===== src/hw/music_pkg.sv =====
package music_pkg;

    // ----------------------------------------------------------------------
    // widths shared by the song memory, the sequencer and the voices
    // ----------------------------------------------------------------------

    // a note index selects one of 64 pitches
    localparam int NOTE_W     = 6;
    // durations and waits are both counted in beats
    localparam int DUR_W      = 6;
    // a song holds up to 256 words
    localparam int ADDR_W     = 8;
    localparam int NUM_VOICES = 3;

    // note view of a song word with the top bit clear
    // a voice_sel of 0 lets the arbiter pick and 1 to 3 force that voice
    typedef struct packed {
        logic              is_wait;
        logic [NOTE_W-1:0] note;
        logic [DUR_W-1:0]  duration;
        logic [1:0]        voice_sel;
        logic              last;
    } song_note_t;

    // wait view of a song word with the top bit set
    typedef struct packed {
        logic             is_wait;
        logic [DUR_W-1:0] beats;
        logic             last;
        logic [7:0]       reserved;
    } song_wait_t;

    // both views keep is_wait in bit 15 so it can pick the view
    typedef union packed {
        song_note_t as_note;
        song_wait_t as_wait;
    } song_word_t;

    // state of one voice with the note reading 0 while the voice is silent
    typedef struct packed {
        logic              active;
        logic [NOTE_W-1:0] note;
    } voice_state_t;

endpackage


===== src/hw/song_mem.sv =====
`timescale 1ns/10ps

// song RAM with one load port and one registered read port
module song_mem #(
    parameter int ADDR_W = music_pkg::ADDR_W
) (
    input  logic                   clk,
    input  logic                   rst_n,
    input  logic                   wr_en,
    input  logic [ADDR_W-1:0]      wr_addr,
    input  music_pkg::song_word_t  wr_word,
    input  logic [ADDR_W-1:0]      rd_addr,
    output music_pkg::song_word_t  rd_word
);

    import music_pkg::*;

    localparam int DEPTH = 1 << ADDR_W;

    // ----------------------------------------------------------------------
    // storage
    // ----------------------------------------------------------------------

    // one song word per address
    song_word_t mem [0:DEPTH-1];

    // the load port writes one word per cycle while wr_en is high
    always_ff @(posedge clk) begin
        if (wr_en) begin
            mem[wr_addr] <= wr_word;
        end
    end

    // ----------------------------------------------------------------------
    // read port
    // ----------------------------------------------------------------------

    // the word for an address shows up one cycle after the address
    // a write to the same address in the same cycle leaves the old word here
    // the read register starts from an all-zero word after reset
    always_ff @(posedge clk) begin
        if (!rst_n) begin
            rd_word <= '0;
        end else begin
            rd_word <= mem[rd_addr];
        end
    end

endmodule


===== src/hw/beat_generator.sv =====
`timescale 1ns/10ps

// beat pulse source that gives one pulse every BEAT_CYCLES clocks while run is high
module beat_generator #(
    parameter int BEAT_CYCLES = 16
) (
    input  logic clk,
    input  logic rst_n,
    input  logic run,
    output logic beat
);

    localparam int CNT_W = (BEAT_CYCLES > 1) ? $clog2(BEAT_CYCLES) : 1;
    localparam logic [CNT_W-1:0] LAST_CNT = CNT_W'(BEAT_CYCLES - 1);

    logic [CNT_W-1:0] cnt;

    // the period restarts whenever run is low, so a resume gives a full first beat
    always_ff @(posedge clk) begin
        if (!rst_n || !run) begin
            cnt <= '0;
        end else if (cnt == LAST_CNT) begin
            cnt <= '0;
        end else begin
            cnt <= cnt + 1'b1;
        end
    end

    // the pulse sits on the last cycle of each period
    assign beat = run && (cnt == LAST_CNT);

endmodule


===== src/hw/voice_arbiter.sv =====
`timescale 1ns/10ps

// picks the voice that takes the current note word
module voice_arbiter (
    input  logic [music_pkg::NUM_VOICES-1:0] busy,
    input  logic                             dispatch_req,
    input  logic [1:0]                       voice_sel,
    output logic [music_pkg::NUM_VOICES-1:0] grant
);

    import music_pkg::*;

    logic [NUM_VOICES-1:0] free;
    logic [NUM_VOICES-1:0] lowest_free;
    logic [NUM_VOICES-1:0] forced;

    assign free = ~busy;

    // the two's complement trick keeps only the lowest set bit and voice 1 is bit 0
    assign lowest_free = free & (~free + 1'b1);

    // a forced word names voice 1 to 3, which maps to bit 0 to 2
    always_comb begin
        forced = '0;
        if (voice_sel != 2'd0) begin
            forced[voice_sel - 2'd1] = 1'b1;
        end
    end

    // a forced voice that is busy gets nothing and the sequencer then stalls
    assign grant = !dispatch_req       ? '0 :
                   (voice_sel == 2'd0) ? lowest_free :
                                         (forced & free);

endmodule


===== src/hw/note_player.sv =====
`timescale 1ns/10ps

// one voice of the player
// it holds a note for a number of beats and then frees itself
module note_player (
    input  logic                         clk,
    input  logic                         rst_n,
    input  logic                         beat,
    input  logic                         start,
    input  logic [music_pkg::NOTE_W-1:0] start_note,
    input  logic [music_pkg::DUR_W-1:0]  start_duration,
    output logic                         busy,
    output music_pkg::voice_state_t      state
);

    import music_pkg::*;

    // ----------------------------------------------------------------------
    // note and duration
    // ----------------------------------------------------------------------

    logic              active;
    logic [NOTE_W-1:0] note_q;
    logic [DUR_W-1:0]  beats_left;
    logic              last_beat;

    // a note of duration 0 is stretched to a single beat
    logic [DUR_W-1:0]  load_duration;

    assign load_duration = (start_duration == '0) ? DUR_W'(1) : start_duration;

    // the note is latched on start and shown only while active
    always_ff @(posedge clk) begin
        if (start) begin
            note_q <= start_note;
        end
    end

    // beats left in the current note
    // a beat in the same cycle as start does not count against the new note
    always_ff @(posedge clk) begin
        if (start) begin
            beats_left <= load_duration;
        end else if (active && beat) begin
            beats_left <= beats_left - 1'b1;
        end
    end

    // ----------------------------------------------------------------------
    // active flag
    // ----------------------------------------------------------------------

    // this beat uses up the last count of the note
    assign last_beat = active && beat && (beats_left == DUR_W'(1));

    // active rises the cycle after start and falls the cycle after the last beat
    // with no beats during a pause the note simply keeps sounding
    always_ff @(posedge clk) begin
        if (!rst_n) begin
            active <= 1'b0;
        end else if (start) begin
            active <= 1'b1;
        end else if (last_beat) begin
            active <= 1'b0;
        end
    end

    assign busy = active;

    // a silent voice reports note 0 rather than the stale one
    assign state.active = active;
    assign state.note   = active ? note_q : '0;

endmodule


===== src/hw/song_reader.sv =====
`timescale 1ns/10ps

// song sequencer
// walks the song memory, hands note words to voices and counts wait words
module song_reader #(
    parameter int ADDR_W = music_pkg::ADDR_W
) (
    input  logic                             clk,
    input  logic                             rst_n,
    input  logic                             play,
    input  logic                             beat,
    input  music_pkg::song_word_t            rd_word,
    input  logic [music_pkg::NUM_VOICES-1:0] grant,
    output logic [ADDR_W-1:0]                rd_addr,
    output logic                             dispatch_req,
    output logic [1:0]                       voice_sel,
    output logic [music_pkg::NUM_VOICES-1:0] start,
    output logic [music_pkg::NOTE_W-1:0]     start_note,
    output logic [music_pkg::DUR_W-1:0]      start_duration,
    output logic                             song_done
);

    import music_pkg::*;

    // fetch covers the cycle the RAM needs and decode is the cycle the word is valid
    typedef enum logic [1:0] {
        S_IDLE,
        S_FETCH,
        S_DECODE,
        S_WAIT
    } state_t;

    state_t           state;
    logic             play_q;
    logic             play_rise;
    logic [DUR_W-1:0] wait_cnt;
    logic             is_wait;
    logic             word_last;
    logic             note_sent;
    logic             wait_done;
    logic             advance;
    logic             at_top;
    logic             finish;

    // ----------------------------------------------------------------------
    // word decode
    // ----------------------------------------------------------------------

    // the top bit picks the view and the end flag sits in a different bit in each
    assign is_wait   = rd_word.as_note.is_wait;
    assign word_last = is_wait ? rd_word.as_wait.last : rd_word.as_note.last;

    // note words ask the arbiter for a voice only while playing
    assign dispatch_req   = (state == S_DECODE) && play && !is_wait;
    assign voice_sel      = rd_word.as_note.voice_sel;
    assign start_note     = rd_word.as_note.note;
    assign start_duration = rd_word.as_note.duration;

    // the grant is one-hot or zero, so at most one voice starts per cycle
    assign start     = dispatch_req ? grant : '0;
    assign note_sent = dispatch_req && (grant != '0);

    // a wait word is done on its last beat or right away when it asks for 0
    always_comb begin
        wait_done = 1'b0;
        if (play) begin
            if ((state == S_DECODE) && is_wait && (rd_word.as_wait.beats == '0)) begin
                wait_done = 1'b1;
            end
            if ((state == S_WAIT) && beat && (wait_cnt == DUR_W'(1))) begin
                wait_done = 1'b1;
            end
        end
    end

    // ----------------------------------------------------------------------
    // address and end of song
    // ----------------------------------------------------------------------

    // the current word is handled this cycle
    assign advance = note_sent || wait_done;

    // handling the top word also ends the song so the address never wraps
    assign at_top = (rd_addr == '1);
    assign finish = advance && (word_last || at_top);

    // a song restarts only on a fresh rising edge of play
    assign play_rise = play && !play_q;

    // ----------------------------------------------------------------------
    // FSM
    // ----------------------------------------------------------------------

    // with play low every state holds along with the address and the wait count
    // rd_addr stays put in decode and wait, so the RAM keeps returning the word
    always_ff @(posedge clk) begin
        if (!rst_n) begin
            state     <= S_IDLE;
            rd_addr   <= '0;
            wait_cnt  <= '0;
            song_done <= 1'b0;
            play_q    <= 1'b0;
        end else begin
            play_q    <= play;
            song_done <= 1'b0;
            if (finish) begin
                state     <= S_IDLE;
                rd_addr   <= '0;
                song_done <= 1'b1;
            end else if (advance) begin
                state   <= S_FETCH;
                rd_addr <= rd_addr + 1'b1;
            end else begin
                case (state)
                    S_IDLE: begin
                        if (play_rise) begin
                            state <= S_FETCH;
                        end
                    end
                    S_FETCH: begin
                        if (play) begin
                            state <= S_DECODE;
                        end
                    end
                    S_DECODE: begin
                        // a note with no grant stays here until a voice frees
                        if (play && is_wait) begin
                            wait_cnt <= rd_word.as_wait.beats;
                            state    <= S_WAIT;
                        end
                    end
                    S_WAIT: begin
                        if (play && beat) begin
                            wait_cnt <= wait_cnt - 1'b1;
                        end
                    end
                    default: begin
                        state <= S_IDLE;
                    end
                endcase
            end
        end
    end

endmodule


===== src/hw/music_top.sv =====
`timescale 1ns/10ps

// three-voice song player
// song RAM, beat source, sequencer, voice arbiter and the note players
module music_top #(
    parameter int ADDR_W      = music_pkg::ADDR_W,
    parameter int BEAT_CYCLES = 16
) (
    input  logic                                            clk,
    input  logic                                            rst_n,
    input  logic                                            play,
    input  logic                                            load_en,
    input  logic [ADDR_W-1:0]                               load_addr,
    input  music_pkg::song_word_t                           load_data,
    output logic                                            beat,
    output logic                                            song_done,
    output logic [ADDR_W-1:0]                               song_pos,
    output music_pkg::voice_state_t [music_pkg::NUM_VOICES-1:0] voices
);

    import music_pkg::*;

    // ----------------------------------------------------------------------
    // internal nets
    // ----------------------------------------------------------------------

    logic [ADDR_W-1:0]     rd_addr;
    song_word_t            rd_word;
    logic [NUM_VOICES-1:0] busy;
    logic [NUM_VOICES-1:0] grant;
    logic [NUM_VOICES-1:0] start;
    logic                  dispatch_req;
    logic [1:0]            voice_sel;
    logic [NOTE_W-1:0]     start_note;
    logic [DUR_W-1:0]      start_duration;

    // the song position seen outside is the sequencer's read address
    assign song_pos = rd_addr;

    song_mem #(
        .ADDR_W(ADDR_W)
    ) u_song_mem (
        .clk    (clk),
        .rst_n  (rst_n),
        .wr_en  (load_en),
        .wr_addr(load_addr),
        .wr_word(load_data),
        .rd_addr(rd_addr),
        .rd_word(rd_word)
    );

    // beats only run while play is high, which freezes the voices on a pause
    beat_generator #(
        .BEAT_CYCLES(BEAT_CYCLES)
    ) u_beat_generator (
        .clk  (clk),
        .rst_n(rst_n),
        .run  (play),
        .beat (beat)
    );

    song_reader #(
        .ADDR_W(ADDR_W)
    ) u_song_reader (
        .clk           (clk),
        .rst_n         (rst_n),
        .play          (play),
        .beat          (beat),
        .rd_word       (rd_word),
        .grant         (grant),
        .rd_addr       (rd_addr),
        .dispatch_req  (dispatch_req),
        .voice_sel     (voice_sel),
        .start         (start),
        .start_note    (start_note),
        .start_duration(start_duration),
        .song_done     (song_done)
    );

    voice_arbiter u_voice_arbiter (
        .busy        (busy),
        .dispatch_req(dispatch_req),
        .voice_sel   (voice_sel),
        .grant       (grant)
    );

    // voice 1 sits at index 0
    for (genvar i = 0; i < NUM_VOICES; i++) begin : g_voice
        note_player u_note_player (
            .clk           (clk),
            .rst_n         (rst_n),
            .beat          (beat),
            .start         (start[i]),
            .start_note    (start_note),
            .start_duration(start_duration),
            .busy          (busy[i]),
            .state         (voices[i])
        );
    end

endmodule


===== config.mk =====
export PLATFORM = sky130hd
export DESIGN_NAME = music_top
export DESIGN_NICKNAME = d
export VERILOG_FILES = /design/src/hw/music_pkg.sv /design/src/hw/song_mem.sv /design/src/hw/beat_generator.sv /design/src/hw/voice_arbiter.sv /design/src/hw/note_player.sv /design/src/hw/song_reader.sv /design/src/hw/music_top.sv
export SDC_FILE = /design/constraint.sdc
export NUM_CORES = 2
export LEC_CHECK = 0
export BUFFER_PORTS_ARGS = -buffer_cell sky130_fd_sc_hd__buf_2
export CORE_ASPECT_RATIO = 2
export CORE_MARGIN = 4
export CORE_UTILIZATION = 53
export CTS_BUF_LIST = sky130_fd_sc_hd__clkbuf_8 sky130_fd_sc_hd__clkbuf_16
export CTS_CLUSTER_SIZE = 16
export DETAILED_ROUTE_END_ITERATION = 12
export GPL_TIMING_DRIVEN = 1
export PLACE_DENSITY = 0.68
export SLEW_MARGIN = 20
export SYNTH_ARGS = -nofsm -noshare
export SYNTH_HDL_FRONTEND = slang
export SYNTH_SLANG_ARGS = --single-unit

===== constraint.sdc =====
create_clock -name clk -period 3.5 [get_ports clk]
set_input_delay 0.175 -clock clk [delete_from_list [all_inputs] [get_ports clk]]
set_output_delay 0.175 -clock clk [all_outputs]
set_load 0.05 [all_outputs]

==> key figures <==
Status
  – Status: complete, but fails checks
  – Failing checks: design-rule violations, negative setup slack

Synth
  – Post-synth EDFFs: 4,132
  – Yosys top cell by area: edfxtp_1
  – Synthesized area: 161,100 um^2
  – Mux share of post-synthesis cell area: 15.74%
  – Yosys reg bits: 4,173
  – Top post-synthesis cells by area: edfxtp_1 77%, mux4_2 13%, mux2i_1 2.0%
  – Syn_area_per_cell: 21.89 um^2
  – Seq/Total Area, Yosys: 77.52%
  – Yosys warns: 0
  – Adder-Cell Fraction of Synth Area: 0.1242%
  – Area share of the largest cell type after synthesis: 77.01%
  – Post-Syn Nets: 7,406
  – Largest family of logic cells by synthesized area: multiplexers
  – Distinct cells, synth: 76
  – Main synth FF type: edfxtp_1
  – Cell count after synthesis: 7,362
  – Async S/R FF share, synth: 0%
  – Synth Area in XOR/XNOR: 0.1142%
  – Compound-gate portion of the synthesized area: 2.994%
  – Post-synthesis simple-gate area fraction: 1.958%

Clock tree
  – Clk sinks: 4,173
  – Root buf cell: clkbuf_16
  – Clock slew at reported path FFs: 0.08 ns
  – # H-tree levels: 5
  – CTS Buf Count: 342
  – CTS Buffer Depth: 4
  – Clock Latency Late Sink: 0.95 ns
  – CTS tree: done

Routing
  – Drc violations: 2
  – Detailed Routing Iterations Pass 1: 10
  – Via count: 84.06k
  – Vias per cell: 6.709
  – Starting DRT DRC Count: 12.74k
  – WL/cell: 38.93 um
  – Remaining antenna violation count after routing: 0
  – Post-Route WL: 487.7 mm

Timing
  – Worst slew pin tran: 1.211 ns
  – Hold Vio Cnt, Final: 0
  – Worst setup margin: -0.1530 ns
  – Final setup violation count: 5
  – Rel. slew slack: 18.40%
  – Minimum clock period: 3.653 ns
  – RSZ-0062 raised after global routing: true
  – Final period util: 104.4%
  – Post-Route Skew: 0.06069 ns
  – Max Slew Vio Count: 0
  – Fmax: 273.7 MHz

Layout
  – Design Area, Final: 183,800 um^2
  – Final #Nets: 8,265
  – Area occupied by multi-input gates: 34,310 um^2
  – Commonest non-fill, non-tap cell in the layout: edfxtp_1
  – Most frequent cells in the layout: 4,132 x edfxtp_1, 959 x mux4_2, 756 x buf_4, 349 x clkbuf_16, 328 x mux2i_1
  – Finished Layout Cells: 12.53k
  – FF/Latch Area: 124,900 um^2
  – Share of layout cells above drive strength 1: 30.28%
  – Fill cells: 20.71k
  – Area delta synth->final: 14.06%
  – Post-layout util: 60.63%

Pwr
  – Max VDD drop: 0.4355 mV
  – Sw power: 0.02089 W
  – Combinational cell fraction of total power: 5.5%
  – Clock share of power: 38.5%
  – Tot Pwr: 0.09850 W
  – Switching share of power: 21.21%
  – Sequential Power Share: 56.0%
  – Pwr dens: 536.0 nW/um^2
  – Internal cell power: 0.07761 W
  – Leakage power: 57.11 nW

Setup path
  – Critical Path Sink Type: register
  – WS Path Type: register to register
  – Required @ worst endpoint: 4.33 ns
  – Crit-path max FO: 24
  – Critical Path Source Type: register
  – Data arrival time of the worst path: 4.48 ns

Die
  – Total die area: 313,400 um^2
  – Initial Utilization: 53.16%
  – Die Ht: 787.8 um
  – Core area: 303,100 um^2
  – FP Rows: 286
  – Die width: 397.9 um
  – Top-level I/O count: 59

Placed design
  – Placed wire-length estimate: 316.0 mm
  – Port bufs: 58
  – Placed cell count: 11.87k
  – Placed cell area: 172,300 um^2
  – GPL Wtd Cong: 0.9673

Global routing
  – Grt total ovfl: 0
  – Met1 usage: 35.54%
  – First-pass GRT wire length: 672.4 mm
  – Largest net degree at the start of global routing: 131
  – Vias in the first global route: 84.43k
  – Grt met3 use: 6.170%
  – Total GRT Usage: 31.10%
  – GR peak layer: met2
  – Met2 usage: 50.61%
  – Initial antenna violation count: 41

Min path
  – Hold Path Class: input port to register

Flow run
  – Max-Cap Viols: 0
[cell usage after synthesis (44+ instances only)]
master and n:
a21oi_1 122, a221oi_1 71, a22oi_1 110, buf_2 155
buf_4 52, clkbuf_1 155, edfxtp_1 4132, mux2i_1 328
mux4_2 959, nand2_1 140, nand3_1 44, nor2_1 356
o21ai_0 76, o221ai_1 55, o22ai_1 45
[metal layers]
layer | share of wire, % | routed length (um) | vias to the layer above
li1 | - | - | 32720
met1 | 31 | 150800 | 44220
met2 | 49 | 241000 | 5611
met3 | 9.3 | 45300 | 1481
met4 | 10 | 50460 | 32
met5 | 0.043 | 209 | -
[per-stage QoR]
stage,worst slack [ns],setup TNS [ns],hold slack [ns]
finish,-0.1530,-0.3242,0.1151
global route,-0.02626,-0.04178,0.09162
CTS,0.0003495,0,0.02903
detailed placement,-0.7033,-1.928,0.4398
global placement,-0.6571,-2.145,0.4259
floorplan,0.4526,0,0.2739
[state kept, by name, summed over array words and instances (netlist names)]
name / cells
u_song_reader.wait_cnt: 6
g_voice.u_note_player.note_q: 18
u_song_mem.mem: 4096
u_song_mem.rd_word: 16
u_beat_generator.cnt: 4
u_song_reader.song_done: 1
u_song_reader.play_q: 1
g_voice.u_note_player.beats_left: 18
u_song_reader.state: 2
u_song_reader.rd_addr: 8
g_voice.u_note_player.busy: 3
[power groups by stage]
stage	combinational [W]	clock (W)	sequential, W
final	0.00542	0.0379	0.0551
after global routing	0.00566	0.0403	0.0551
after CTS	0.00533	0.0383	0.0551
after detailed placement	0.00529	0	0.0562
after global placement	0.00516	0	0.0562
after floorplan	0.00305	0	0.0562
[critical path: stages, from the launching register on]
cell and delay, ns:
dfxtp_4 0.69, inv_6 0.32, buf_12 0.27, buf_4 0.23, mux4_2 0.34, o22ai_2 0.15
nor2_1 0.60, o21ai_0 0.44, buf_4 0.28, o32ai_1 0.12
[repair_timing]
action                                  4_1_cts  5_1_grt
hold endpoints to repair                    798       60
pin swaps                                     2        4
setup buffers                                 5       17
hold buffers                                 18        1
resized for setup                            22       28
cloned                                        0        1
endpoints found under the setup margin       11        9
[logic make-up (layout without fill, tap and decap cells)]
family	after synthesis	in the layout
AND/OR/NAND/NOR	706	706
XOR/XNOR	21	21
adder cells (fa/ha/maj)	16	16
AO/OA/AOI/OAI	675	675
flip-flops	4173	4173
multiplexers	1317	1317
buffers and inverters	454	1567
other	0	23
[layout make-up]
cell class	instances	area share [%]
sequential	4173	67.98
clock buffer	351	4.761
timing repair buffer	948	4.687
antenna	23	0.03132
inverter	21	0.04970
multi-input combinational	2735	18.67
tap	4032	2.745
clock inverter	247	1.082
[path summary, 6_finish.rpt]
kind | from | endpoint | slack (ns) | cells past startpoint
setup / recovery | u_song_reader.rd_addr[2]$_SDFFE_PP0P_ | u_song_mem.rd_word[5]$_SDFF_PN0_ | -0.15 | 9
hold / removal | load_addr[7] | u_song_mem.mem[226][12]$_DFFE_PP_ | 0.12 | 4
setup reg to reg | u_song_reader.rd_addr[2]$_SDFFE_PP0P_ | u_song_mem.rd_word[5]$_SDFF_PN0_ | -0.15 | 9
hold reg to reg | u_beat_generator.cnt[0]$_SDFF_PP0_ | u_beat_generator.cnt[0]$_SDFF_PP0_ | 0.45 | 1
Note: power is estimated with default switching activity, not from simulation.
